`src/source/fetch_defs.svh`:
```
`ifndef FETCH_DEFS_SVH
`define FETCH_DEFS_SVH

// First fetch address after reset
`define FETCH_RESET_VECTOR 32'h0000_1000

// Byte distance between fetches
// One fetch returns a 64-bit instruction pair
`define FETCH_STEP 8

// Outstanding requests tracked by the matching bridge
// Must be a power of two, at least 2
`define FETCH_BRIDGE_DEPTH 4

`endif

```
`src/source/fetch_pkg.sv`:
```
`default_nettype none
`include "fetch_defs.svh"

package fetch_pkg;

	// Instruction address
	typedef logic [31:0] addr_t;

	// Fetched instruction pair
	typedef logic [63:0] inst_data_t;

	// Bridge index width, pointer carries one extra wrap bit
	localparam int BRIDGE_IDX_W = $clog2(`FETCH_BRIDGE_DEPTH);
	typedef logic [BRIDGE_IDX_W:0] bridge_ptr_t;

	// Memory access controller states
	typedef enum logic {MEM_IDLE, MEM_HOLD} mem_state_t;

endpackage

`default_nettype wire

```
`src/source/inst_fetch.sv`:
```
`timescale 1ns/1ns
`default_nettype none
`include "fetch_defs.svh"

module inst_fetch (
	input logic iclock,
	input logic arst_n,
	// Redirect pulse from the pipeline
	input logic redirect,
	input fetch_pkg::addr_t redirect_addr,
	// Request toward the memory access controller
	input logic fetch_lock,
	output logic fetch_req,
	output fetch_pkg::addr_t fetch_addr,
	// Path identifier, toggles on each redirect
	output logic cur_epoch
);

	// Set on the first edge after reset, then stays high
	logic run;
	// Address of the next fetch
	fetch_pkg::addr_t pc;
	// Request taken by the controller this cycle
	logic fetch_taken;
	// Redirect target rounded down to a fetch boundary
	fetch_pkg::addr_t redirect_aligned;

	assign redirect_aligned = redirect_addr & ~fetch_pkg::addr_t'(`FETCH_STEP - 1);

	// Nothing issued in the redirect cycle
	// The PC still points at the old path there
	assign fetch_req = run & ~redirect;
	assign fetch_addr = pc;
	assign fetch_taken = fetch_req & ~fetch_lock;

	always_ff @(posedge iclock or negedge arst_n) begin
		if (!arst_n) begin
			run <= 1'b0;
			pc <= `FETCH_RESET_VECTOR;
			cur_epoch <= 1'b0;
		end else begin
			run <= 1'b1;
			// Redirect wins over a normal advance
			if (redirect) begin
				pc <= redirect_aligned;
				// Replies from the old path become stale in the bridge
				cur_epoch <= ~cur_epoch;
			end else if (fetch_taken) begin
				pc <= pc + fetch_pkg::addr_t'(`FETCH_STEP);
			end
		end
	end

endmodule

`default_nettype wire

```
`src/source/inst_fetch_unit.sv`:
```
`timescale 1ns/1ns
`default_nettype none

module inst_fetch_unit (
	input logic iclock,
	input logic arst_n,
	// Branch redirect from the pipeline
	input logic redirect,
	input fetch_pkg::addr_t redirect_addr,
	// Instruction memory request
	output logic mem_req,
	output fetch_pkg::addr_t mem_addr,
	input logic mem_lock,
	// Instruction memory reply
	input logic mem_valid,
	input fetch_pkg::inst_data_t mem_data,
	output logic mem_busy,
	// Delivery to the pipeline
	output logic inst_valid,
	output fetch_pkg::addr_t inst_addr,
	output fetch_pkg::inst_data_t inst_data,
	input logic inst_busy
);

	// Sequencer to controller
	logic fetch_req;
	fetch_pkg::addr_t fetch_addr;
	logic fetch_lock;
	// Path tag for stale reply filtering
	logic cur_epoch;
	// Controller and bridge
	logic push;
	logic bridge_full;

	inst_fetch u_fetch (
		.iclock(iclock),
		.arst_n(arst_n),
		.redirect(redirect),
		.redirect_addr(redirect_addr),
		.fetch_lock(fetch_lock),
		.fetch_req(fetch_req),
		.fetch_addr(fetch_addr),
		.cur_epoch(cur_epoch)
	);

	inst_mem_access u_mem_access (
		.iclock(iclock),
		.arst_n(arst_n),
		.fetch_req(fetch_req),
		.fetch_addr(fetch_addr),
		.fetch_lock(fetch_lock),
		.bridge_full(bridge_full),
		.push(push),
		.mem_req(mem_req),
		.mem_addr(mem_addr),
		.mem_lock(mem_lock)
	);

	// Pushed address is the one the controller latches
	inst_matching_bridge u_bridge (
		.iclock(iclock),
		.arst_n(arst_n),
		.push(push),
		.push_addr(fetch_addr),
		.push_epoch(cur_epoch),
		.cur_epoch(cur_epoch),
		.redirect(redirect),
		.bridge_full(bridge_full),
		.mem_valid(mem_valid),
		.mem_data(mem_data),
		.mem_busy(mem_busy),
		.inst_valid(inst_valid),
		.inst_addr(inst_addr),
		.inst_data(inst_data),
		.inst_busy(inst_busy)
	);

endmodule

`default_nettype wire

```
`src/source/inst_matching_bridge.sv`:
```
`timescale 1ns/1ns
`default_nettype none
`include "fetch_defs.svh"

module inst_matching_bridge (
	input logic iclock,
	input logic arst_n,
	// Accepted fetch from the controller
	input logic push,
	input fetch_pkg::addr_t push_addr,
	input logic push_epoch,
	input logic cur_epoch,
	input logic redirect,
	output logic bridge_full,
	// Memory reply port
	input logic mem_valid,
	input fetch_pkg::inst_data_t mem_data,
	output logic mem_busy,
	// Delivery to the pipeline
	output logic inst_valid,
	output fetch_pkg::addr_t inst_addr,
	output fetch_pkg::inst_data_t inst_data,
	input logic inst_busy
);

	// Outstanding request storage
	fetch_pkg::addr_t addr_mem [`FETCH_BRIDGE_DEPTH];
	logic epoch_mem [`FETCH_BRIDGE_DEPTH];
	fetch_pkg::bridge_ptr_t wr_ptr;
	fetch_pkg::bridge_ptr_t rd_ptr;
	logic [fetch_pkg::BRIDGE_IDX_W-1:0] wr_idx;
	logic [fetch_pkg::BRIDGE_IDX_W-1:0] rd_idx;
	logic empty;
	logic head_stale;
	logic discard;
	logic deliver;
	logic pop;

	assign wr_idx = wr_ptr[fetch_pkg::BRIDGE_IDX_W-1:0];
	assign rd_idx = rd_ptr[fetch_pkg::BRIDGE_IDX_W-1:0];
	assign empty = (wr_ptr == rd_ptr);
	// Same index, different wrap bit
	assign bridge_full = (wr_ptr[fetch_pkg::BRIDGE_IDX_W] != rd_ptr[fetch_pkg::BRIDGE_IDX_W]) &&
		(wr_idx == rd_idx);

	// Head belongs to an old path, or a redirect kills it now
	assign head_stale = redirect | (epoch_mem[rd_idx] != cur_epoch);

	// Reply pairs with the head entry, in request order
	assign inst_valid = mem_valid & ~empty & ~head_stale;
	assign inst_addr = addr_mem[rd_idx];
	assign inst_data = mem_data;

	// Stale replies are dropped without waiting on the pipeline
	assign discard = mem_valid & ~empty & head_stale;
	assign mem_busy = inst_busy & ~discard;
	assign deliver = inst_valid & ~inst_busy;
	assign pop = deliver | discard;

	always_ff @(posedge iclock or negedge arst_n) begin
		if (!arst_n) begin
			wr_ptr <= '0;
			rd_ptr <= '0;
		end else begin
			if (push) begin
				wr_ptr <= wr_ptr + 1'b1;
			end
			if (pop) begin
				rd_ptr <= rd_ptr + 1'b1;
			end
		end
	end

	always_ff @(posedge iclock) begin
		if (push) begin
			addr_mem[wr_idx] <= push_addr;
		end
	end

	// On redirect every entry takes the outgoing epoch
	// so it mismatches even after two quick redirects
	always_ff @(posedge iclock) begin
		if (redirect) begin
			for (int i = 0; i < `FETCH_BRIDGE_DEPTH; i++) begin
				epoch_mem[i] <= cur_epoch;
			end
		end
		if (push) begin
			epoch_mem[wr_idx] <= push_epoch;
		end
	end

endmodule

`default_nettype wire

```
`src/source/inst_mem_access.sv`:
```
`timescale 1ns/1ns
`default_nettype none

module inst_mem_access (
	input logic iclock,
	input logic arst_n,
	// From the PC sequencer
	input logic fetch_req,
	input fetch_pkg::addr_t fetch_addr,
	output logic fetch_lock,
	// Bridge side
	input logic bridge_full,
	output logic push,
	// Instruction memory request port
	output logic mem_req,
	output fetch_pkg::addr_t mem_addr,
	input logic mem_lock
);

	fetch_pkg::mem_state_t state;
	fetch_pkg::mem_state_t state_next;
	// Request buffer, held stable while the memory locks
	fetch_pkg::addr_t addr_q;
	// Memory takes the held request on this edge
	logic mem_taken;
	logic holding;

	assign holding = (state == fetch_pkg::MEM_HOLD);
	assign mem_taken = holding & ~mem_lock;

	// Blocked by a locked request or no room to track another reply
	assign fetch_lock = bridge_full | (holding & mem_lock);

	// Every accepted fetch gets a bridge entry
	assign push = fetch_req & ~fetch_lock;

	always_comb begin
		state_next = state;
		case (state)
			fetch_pkg::MEM_IDLE: begin
				if (push) begin
					state_next = fetch_pkg::MEM_HOLD;
				end
			end
			fetch_pkg::MEM_HOLD: begin
				// Back to back requests stay in HOLD
				if (mem_taken && !push) begin
					state_next = fetch_pkg::MEM_IDLE;
				end
			end
			default: state_next = fetch_pkg::MEM_IDLE;
		endcase
	end

	always_ff @(posedge iclock or negedge arst_n) begin
		if (!arst_n) begin
			state <= fetch_pkg::MEM_IDLE;
		end else begin
			state <= state_next;
		end
	end

	// Latch a new address only when a fetch is accepted
	always_ff @(posedge iclock) begin
		if (push) begin
			addr_q <= fetch_addr;
		end
	end

	assign mem_req = holding;
	assign mem_addr = addr_q;

endmodule

`default_nettype wire

```
`config.mk`:
```
export PLATFORM = sky130hd
export DESIGN_NAME = inst_fetch_unit
export DESIGN_NICKNAME = d
export VERILOG_FILES = /design/src/source/fetch_pkg.sv /design/src/source/inst_fetch.sv /design/src/source/inst_fetch_unit.sv /design/src/source/inst_matching_bridge.sv /design/src/source/inst_mem_access.sv
export VERILOG_INCLUDE_DIRS = /design/src /design/src/source
export SDC_FILE = /design/constraint.sdc
export NUM_CORES = 1
export LEC_CHECK = 0
export BUFFER_PORTS_ARGS = -buffer_cell sky130_fd_sc_hd__buf_4
export CAP_MARGIN = 20
export CORE_MARGIN = 3
export CORE_UTILIZATION = 50
export CTS_BUF_LIST = sky130_fd_sc_hd__clkbuf_4 sky130_fd_sc_hd__clkbuf_8 sky130_fd_sc_hd__clkbuf_16
export DETAILED_ROUTE_END_ITERATION = 6
export PLACE_DENSITY = 0.77
export SLEW_MARGIN = 0
export SYNTH_ARGS = -nofsm -noshare
export SYNTH_HDL_FRONTEND = slang
export SYNTH_SLANG_ARGS = --single-unit
```
`constraint.sdc`:
```
create_clock -name iclock -period 3 [get_ports iclock]
set_input_delay 0.15 -clock iclock [delete_from_list [all_inputs] [get_ports iclock]]
set_output_delay 0.15 -clock iclock [all_outputs]
set_load 0.01 [all_outputs]
```
-- After elaboration in Yosys (flattened, before gate mapping)
Memories as Yosys holds them, arrays and structs flattened.
Index checks and enable logic that the tools add are counted.
- register bits: 73
- memories kept: 2
- word-level logic and storage cells: 53
- bits in writable memories: 132
- output and inout port bits: 131
- reduce and logical (&&, ||, !) cells: 5
- bitwise logic cells: 21
- $add $sub $neg: 3
- eq/ne operators: 4
- multiplexer cells: 11
- memory list (memory ; words ; width ; read ports ; clocked after Yosys merged registers in ; write ports ; RTL line ; RTL):
    u_bridge.addr_mem ; 4 ; 32 ; 1 ; 0 ; 1 ; inst_matching_bridge.sv:27 ; fetch_pkg::addr_t addr_mem [`FETCH_BRIDGE_DEPTH];
    u_bridge.epoch_mem ; 4 ; 1 ; 1 ; 0 ; 4 ; inst_matching_bridge.sv:28 ; logic epoch_mem [`FETCH_BRIDGE_DEPTH];
- operator list (kind ; count):
    32-bit two-way mux ; 2
    32-bit by 4-bit adder with 32-bit output, second input constant ; 1
    1-bit bitwise AND ; 9
    1-bit inverter ; 9
    1-bit two-way mux ; 7
    3-bit by 1-bit adder with 3-bit output, second input constant ; 2
    3-bit == test ; 1
    1-bit bitwise OR ; 3
    2-bit == test ; 1
    1-bit logical AND ; 2
    2-bit two-way mux ; 1
    1-bit inequality test ; 2
    1-bit case mux with 2 select lines ; 1
    2-bit nonzero test ; 1
    1-bit zero test ; 1
    1-bit OR reduction ; 1

-- Logic depth before layout (Yosys ltp)
- depth after elaboration: 9
- mapped depth: 7

-- Cells and area by module
From an unflattened synthesis, not the netlist that was laid out.
- cell total of the unflattened synthesis: 531
- area, all modules: 8558.2 µm²
- by module, submodules not included (module ; cells an instance ; times used ; area an instance (µm²)):
    inst_matching_bridge ; 283 ; 1 ; 5709.2
    inst_fetch ; 210 ; 1 ; 1826.8
    inst_mem_access ; 38 ; 1 ; 1022.2

-- Least setup slack after synthesis
Ideal clock, no wire load.
- kind: reg-to-reg
- start point: register u_bridge.rd_ptr[1]
- end point: memory u_bridge.addr_mem[3][10] in the netlist's numbering (enable)
- stages on the path, launching flop included: 6
- buffers on the path: 2
- clock period less this slack: 2.760 ns
- required time: 2.610 ns
- setup slack: 0.240 ns
- arrival: 2.370 ns
- cell sequence: dfrtp_1 -> buf_2 -> xnor2_2 -> a311oi_2 -> buf_2 -> and2_1
- word-level cells in the longest chain between the ends: 7
- ends and longest elaborated chain (item ; RTL line ; RTL):
    start: declaration ; inst_matching_bridge.sv:30 ; fetch_pkg::bridge_ptr_t rd_ptr;
    start signal: assignment ; inst_matching_bridge.sv:69 ; rd_ptr <= rd_ptr + 1'b1;
    2-bit == test ; inst_matching_bridge.sv:44 ; (wr_idx == rd_idx);
    1-bit logical AND ; inst_matching_bridge.sv:43 ; assign bridge_full = (wr_ptr[fetch_pkg::BRIDGE_IDX_W] != rd_ptr[fetch_pkg::BRIDGE_IDX_W]) &&
    1-bit bitwise OR ; inst_mem_access.sv:32 ; assign fetch_lock = bridge_full | (holding & mem_lock);
    1-bit inverter ; inst_mem_access.sv:35 ; assign push = fetch_req & ~fetch_lock;
    1-bit bitwise AND ; inst_mem_access.sv:35 ;
    via push ; inst_fetch_unit.sv:32 ; logic push;
    1-bit two-way mux ; inst_matching_bridge.sv:75 ; if (push) begin
    1-bit two-way mux (implied by the code) ; inst_matching_bridge.sv:76 ; addr_mem[wr_idx] <= push_addr;
    end: declaration ; inst_matching_bridge.sv:27 ;
The timed path passes the listed nets, and every way through them passes these cells.

-- Worst setup path in the final report
- start point: register u_bridge.rd_ptr[1]
- end point: output mem_busy
- word-level cells in the longest chain between the ends: 6
- elaborated cells between the ends (all ways): 9
- ends and longest elaborated chain (item ; RTL line ; RTL):
    memory read 4 x 1 bit or 3-bit == test (tied branches) ; -- ;
    1-bit inequality test or 1-bit inverter (tied branches) ; inst_matching_bridge.sv:47, inst_matching_bridge.sv:55 ;
    1-bit bitwise OR or 1-bit bitwise AND (tied branches) ; inst_matching_bridge.sv:47, inst_matching_bridge.sv:55 ;
    1-bit bitwise AND (*) ; inst_matching_bridge.sv:55 ; assign discard = mem_valid & ~empty & head_stale;
    1-bit inverter (*) ; inst_matching_bridge.sv:56 ; assign mem_busy = inst_busy & ~discard;
    1-bit bitwise AND (*) ; inst_matching_bridge.sv:56 ;
    end: declaration ; inst_fetch_unit.sv:17 ; output logic mem_busy,
Mark *: on every way between the ends. The rest lies on a longest branch, timed or not.

==> results.cfg <==
[placed_design]
finalWeightedCongestion = 0.790
hpwl_um = 12300
io_buffers = 95
dp_cells = 744

[routing]
wl_per_cell_um = 22.5
viasPerCell = 5.57
wirelength_um = 18200
drt-pass1-iter-count = 5
drc = 0
num_vias = 4497
drt_iter0_markers = 310
ant_nets = 0

[logic_synthesis]
synthArstFlopShare_pct = 20.3
syn_inst = 510
ys_ff_latch = 187
synth_top_area_share_pct = 55.7
synth_top_area_cell = edfxtp_1
netlist_area_um2 = 8040
synth_top_flop_cell = edfxtp_1
synth_area_per_cell_um2 = 15.8
ys_warn_count = 0
yosysSeqAreaShare_pct = 67.5
synth_area_leaders = edfxtp_1 (56%), dfrtp_1 (12%), mux4_2 (8.4%), buf_4 (6.5%), xor2_1 (2.2%)
synth_cell_type_count = 43
synth_edf_count = 149

[sta]
maxSlewViolCount = 0
hold-worst-slack_ns = 0.118
max_freq_mhz = 399
hold_viol_final = 0
min_period_ns = 2.50
finClkSkew_ns = 0.00756
tns_ns = 0
rsz0062_at_grt = false
finalCritPeriodShare_pct = 83.5
worstMarginPinSlew_ns = 0.691
finalSetupViolations = 0
relSlewSlack_pct = 53.9

[finish]
n_antenna_cell = 0
drive_gt1_share_pct = 30.7
fillers = 1095
utilization_pct = 61.0
fin_cells = 807
finalNetCount = 691
area_growth_pct = 17.5

[worst_setup_path]
reg2reg_setup_slack_ns = 0.74
critPathRequiredTime_ns = 2.85
worstSetupEndpointType = primary output
cpPeakStageDelay_ns = 0.45
cp_common_cell = buf_4
cpLargestDelayFamily = buffers and inverters
critical_path.startpoint_type = register
crit_slowest_cell = buf_4
crit_chain = buf_4 > mux4_2 > xnor2_2 > a21oi_1 > nor2b_1 > buf_4
timing.rr.end = u_fetch.fetch_addr[31]
worstSetupPathType = reg2out
r2r_cells = 6
critPathMaxFanout = 32
critPathArrivalTime_ns = 2.35
regToRegStartpoint = u_bridge.wr_ptr[1]
worst-path-buf-inv = 2

[global_route]
grt_overflow = 0
grt_pass1_wl_um = 27500
grt_usage_pct = 21.0
grt_max_degree = 56
antenna_found_initial = 0
grt_pass1_vias = 4582

[clocking]
cts_buffer_depth = 2
clk_latency_ns = 0.43
numClockSinks = 187
cts_tree = done
cts_root_buffer = clkbuf_16
cts_setup_buffers = 0
cts_buffers = 17
path_clk_slew_ns = 0.06
h-tree-depth = 4

[power_and_ir_drop]
comb_power_share_pct = 28.7
power_density_nw_per_um2 = 840
p_leak_nw = 3.44
peakVddDrop_mv = 0.481
intPower_w = 0.00559
p_seq_share_pct = 44.2
netSwitchingPower_w = 0.00234
p_sw_share_pct = 29.5
clockPowerShare_pct = 27.1

[hold_path]
worstHoldStart = inst_busy
whs_path_depth = 3
hp-class = in2reg
hold_end = u_bridge.rd_ptr[0]

[outcome]
outcome = finished, final reports clean

[floorplanning]
rows = 45
io_pins = 233
die_w_um = 133
core_area_um2 = 15500
fp.dieH_um = 133
floorplan.initialDensity_pct = 51.9
dieArea_um2 = 17600

[flow_run]
cap_violations = 0
## sequential cells by signal, summed over array words and instances (netlist names)
name                   cells
u_fetch.fetch_addr        29
u_bridge.wr_ptr            3
u_mem_access.mem_addr     29
u_bridge.addr_mem        116
u_bridge.rd_ptr            3
u_bridge.epoch_mem         4
u_fetch.run                1
u_mem_access.mem_req       1
u_fetch.cur_epoch          1
## cell type report
type                    instances  area (um^2)  share of cell area (%)
well taps                     211          264                    2.80
flip-flops and latches        187         5430                    57.5
inverters                       7         26.3                   0.278
repair buffers                137         1140                    12.1
clock buffers                  17          425                    4.51
multi-input cells             233         2010                    21.2
clock inverters                15          149                    1.58
## metal layers
metal | up-vias | GRT usage, % | routed length (um)
met3 | 45 | 6.88 | 1520
met4 | 0 | 7.74 | 372
li1 | 1979 | - | -
met2 | 202 | 37.2 | 9850
met1 | 2271 | 23.6 | 6410
met5 | - | 0 | 0
## cell usage after synthesis, drive strengths merged, types with 2 or more instances
| library cell | n |
|---|---|
| o211ai | 4 |
| and2 | 7 |
| o21ai | 25 |
| dfrtp | 37 |
| mux4 | 30 |
| nand4 | 17 |
| edfxtp | 149 |
| xor2 | 20 |
| nor3 | 2 |
| ha | 6 |
| conb | 2 |
| nor2 | 9 |
| inv | 7 |
| xnor2 | 14 |
| a31oi | 2 |
| nand2 | 44 |
| clkbuf | 10 |
| nand3 | 20 |
| buf | 78 |
| nor4 | 6 |
| and3 | 2 |
| mux2 | 3 |
| and4 | 5 |
## cells by family (layout without fill, tap and decap cells)
kind of cell               Yosys count  after routing  share of synthesized area, %
muxes                               34             34                          9.00
other                                2              7                        0.0934
adders and majority gates            6              6                         0.934
and+or+nand+nor                    115            115                          7.53
DFF                                187            187                          67.5
buffers and inverters               95            176                          7.91
xor gates and xnor gates            34             34                          3.99
AOI/OAI and AO/OA                   37             37                          3.04
## worst max-delay path by stage
| stage | start | end | cells past startpoint |
|---|---|---|---|
| 2_1_floorplan | u_bridge.rd_ptr[1] | u_bridge.addr_mem[3][10] | 5 |
| 3_3_place_gp | u_bridge.wr_ptr[1] | u_fetch.fetch_addr[31] | 6 |
| 3_5_place_dp | u_bridge.wr_ptr[1] | u_fetch.fetch_addr[31] | 6 |
| 4_1_cts | u_bridge.rd_ptr[1] | mem_busy | 6 |
| 5_1_grt | u_bridge.rd_ptr[1] | mem_busy | 6 |
| 6_report | u_bridge.rd_ptr[1] | mem_busy | 6 |
## power groups by stage
stage / Sequential, W / Combinational (W) / Clock, W
after global placement: 0.00352 / 0.00223 / 0
after detailed placement: 0.00356 / 0.00226 / 0
after floorplan: 0.00350 / 0.00146 / 0
after global routing: 0.00355 / 0.00244 / 0.00230
final: 0.00350 / 0.00228 / 0.00215
after CTS: 0.00350 / 0.00232 / 0.00218
## worst register-to-register path: stages (launching register included)
cell and delay, ns:
dfrtp_1 0.47, xnor2_2 0.23, a311oi_4 0.42, buf_4 0.43
and4_1 0.32, xnor2_1 0.14, o211ai_1 0.10
## timing repair
action                    CTS  global route
hold buffers               31             0
hold endpoints to repair   67             0
gates resized for setup     0             0
## metrics by stage
step	setup slack (ns)	power (W)	instance area (um^2)
after global placement	0.845	0.00575	8560
after global routing	0.399	0.00829	9440
after detailed placement	0.786	0.00582	8560
after floorplan	0.240	0.00496	8060
after CTS	0.479	0.00800	9440
final	0.495	0.00793	9440
## cells in the final DEF, fill, tap and decap left out, types with 6 or more instances in the layout
cell	synthesis	routed
inv_1	7	7
edfxtp_1	149	149
nor2_1	9	9
xor2_1	20	20
and2_1	7	7
mux4_2	30	30
nand2_1	44	44
dlygate4sd3_1	0	31
conb_1	2	7
clkbuf_16	0	17
buf_4	70	103
o21ai_1	21	21
xnor2_1	11	11
ha_1	6	6
nand4_1	17	17
nand3_1	19	19
dfrtp_1	37	36
Power figures use the tool's default switching activity.
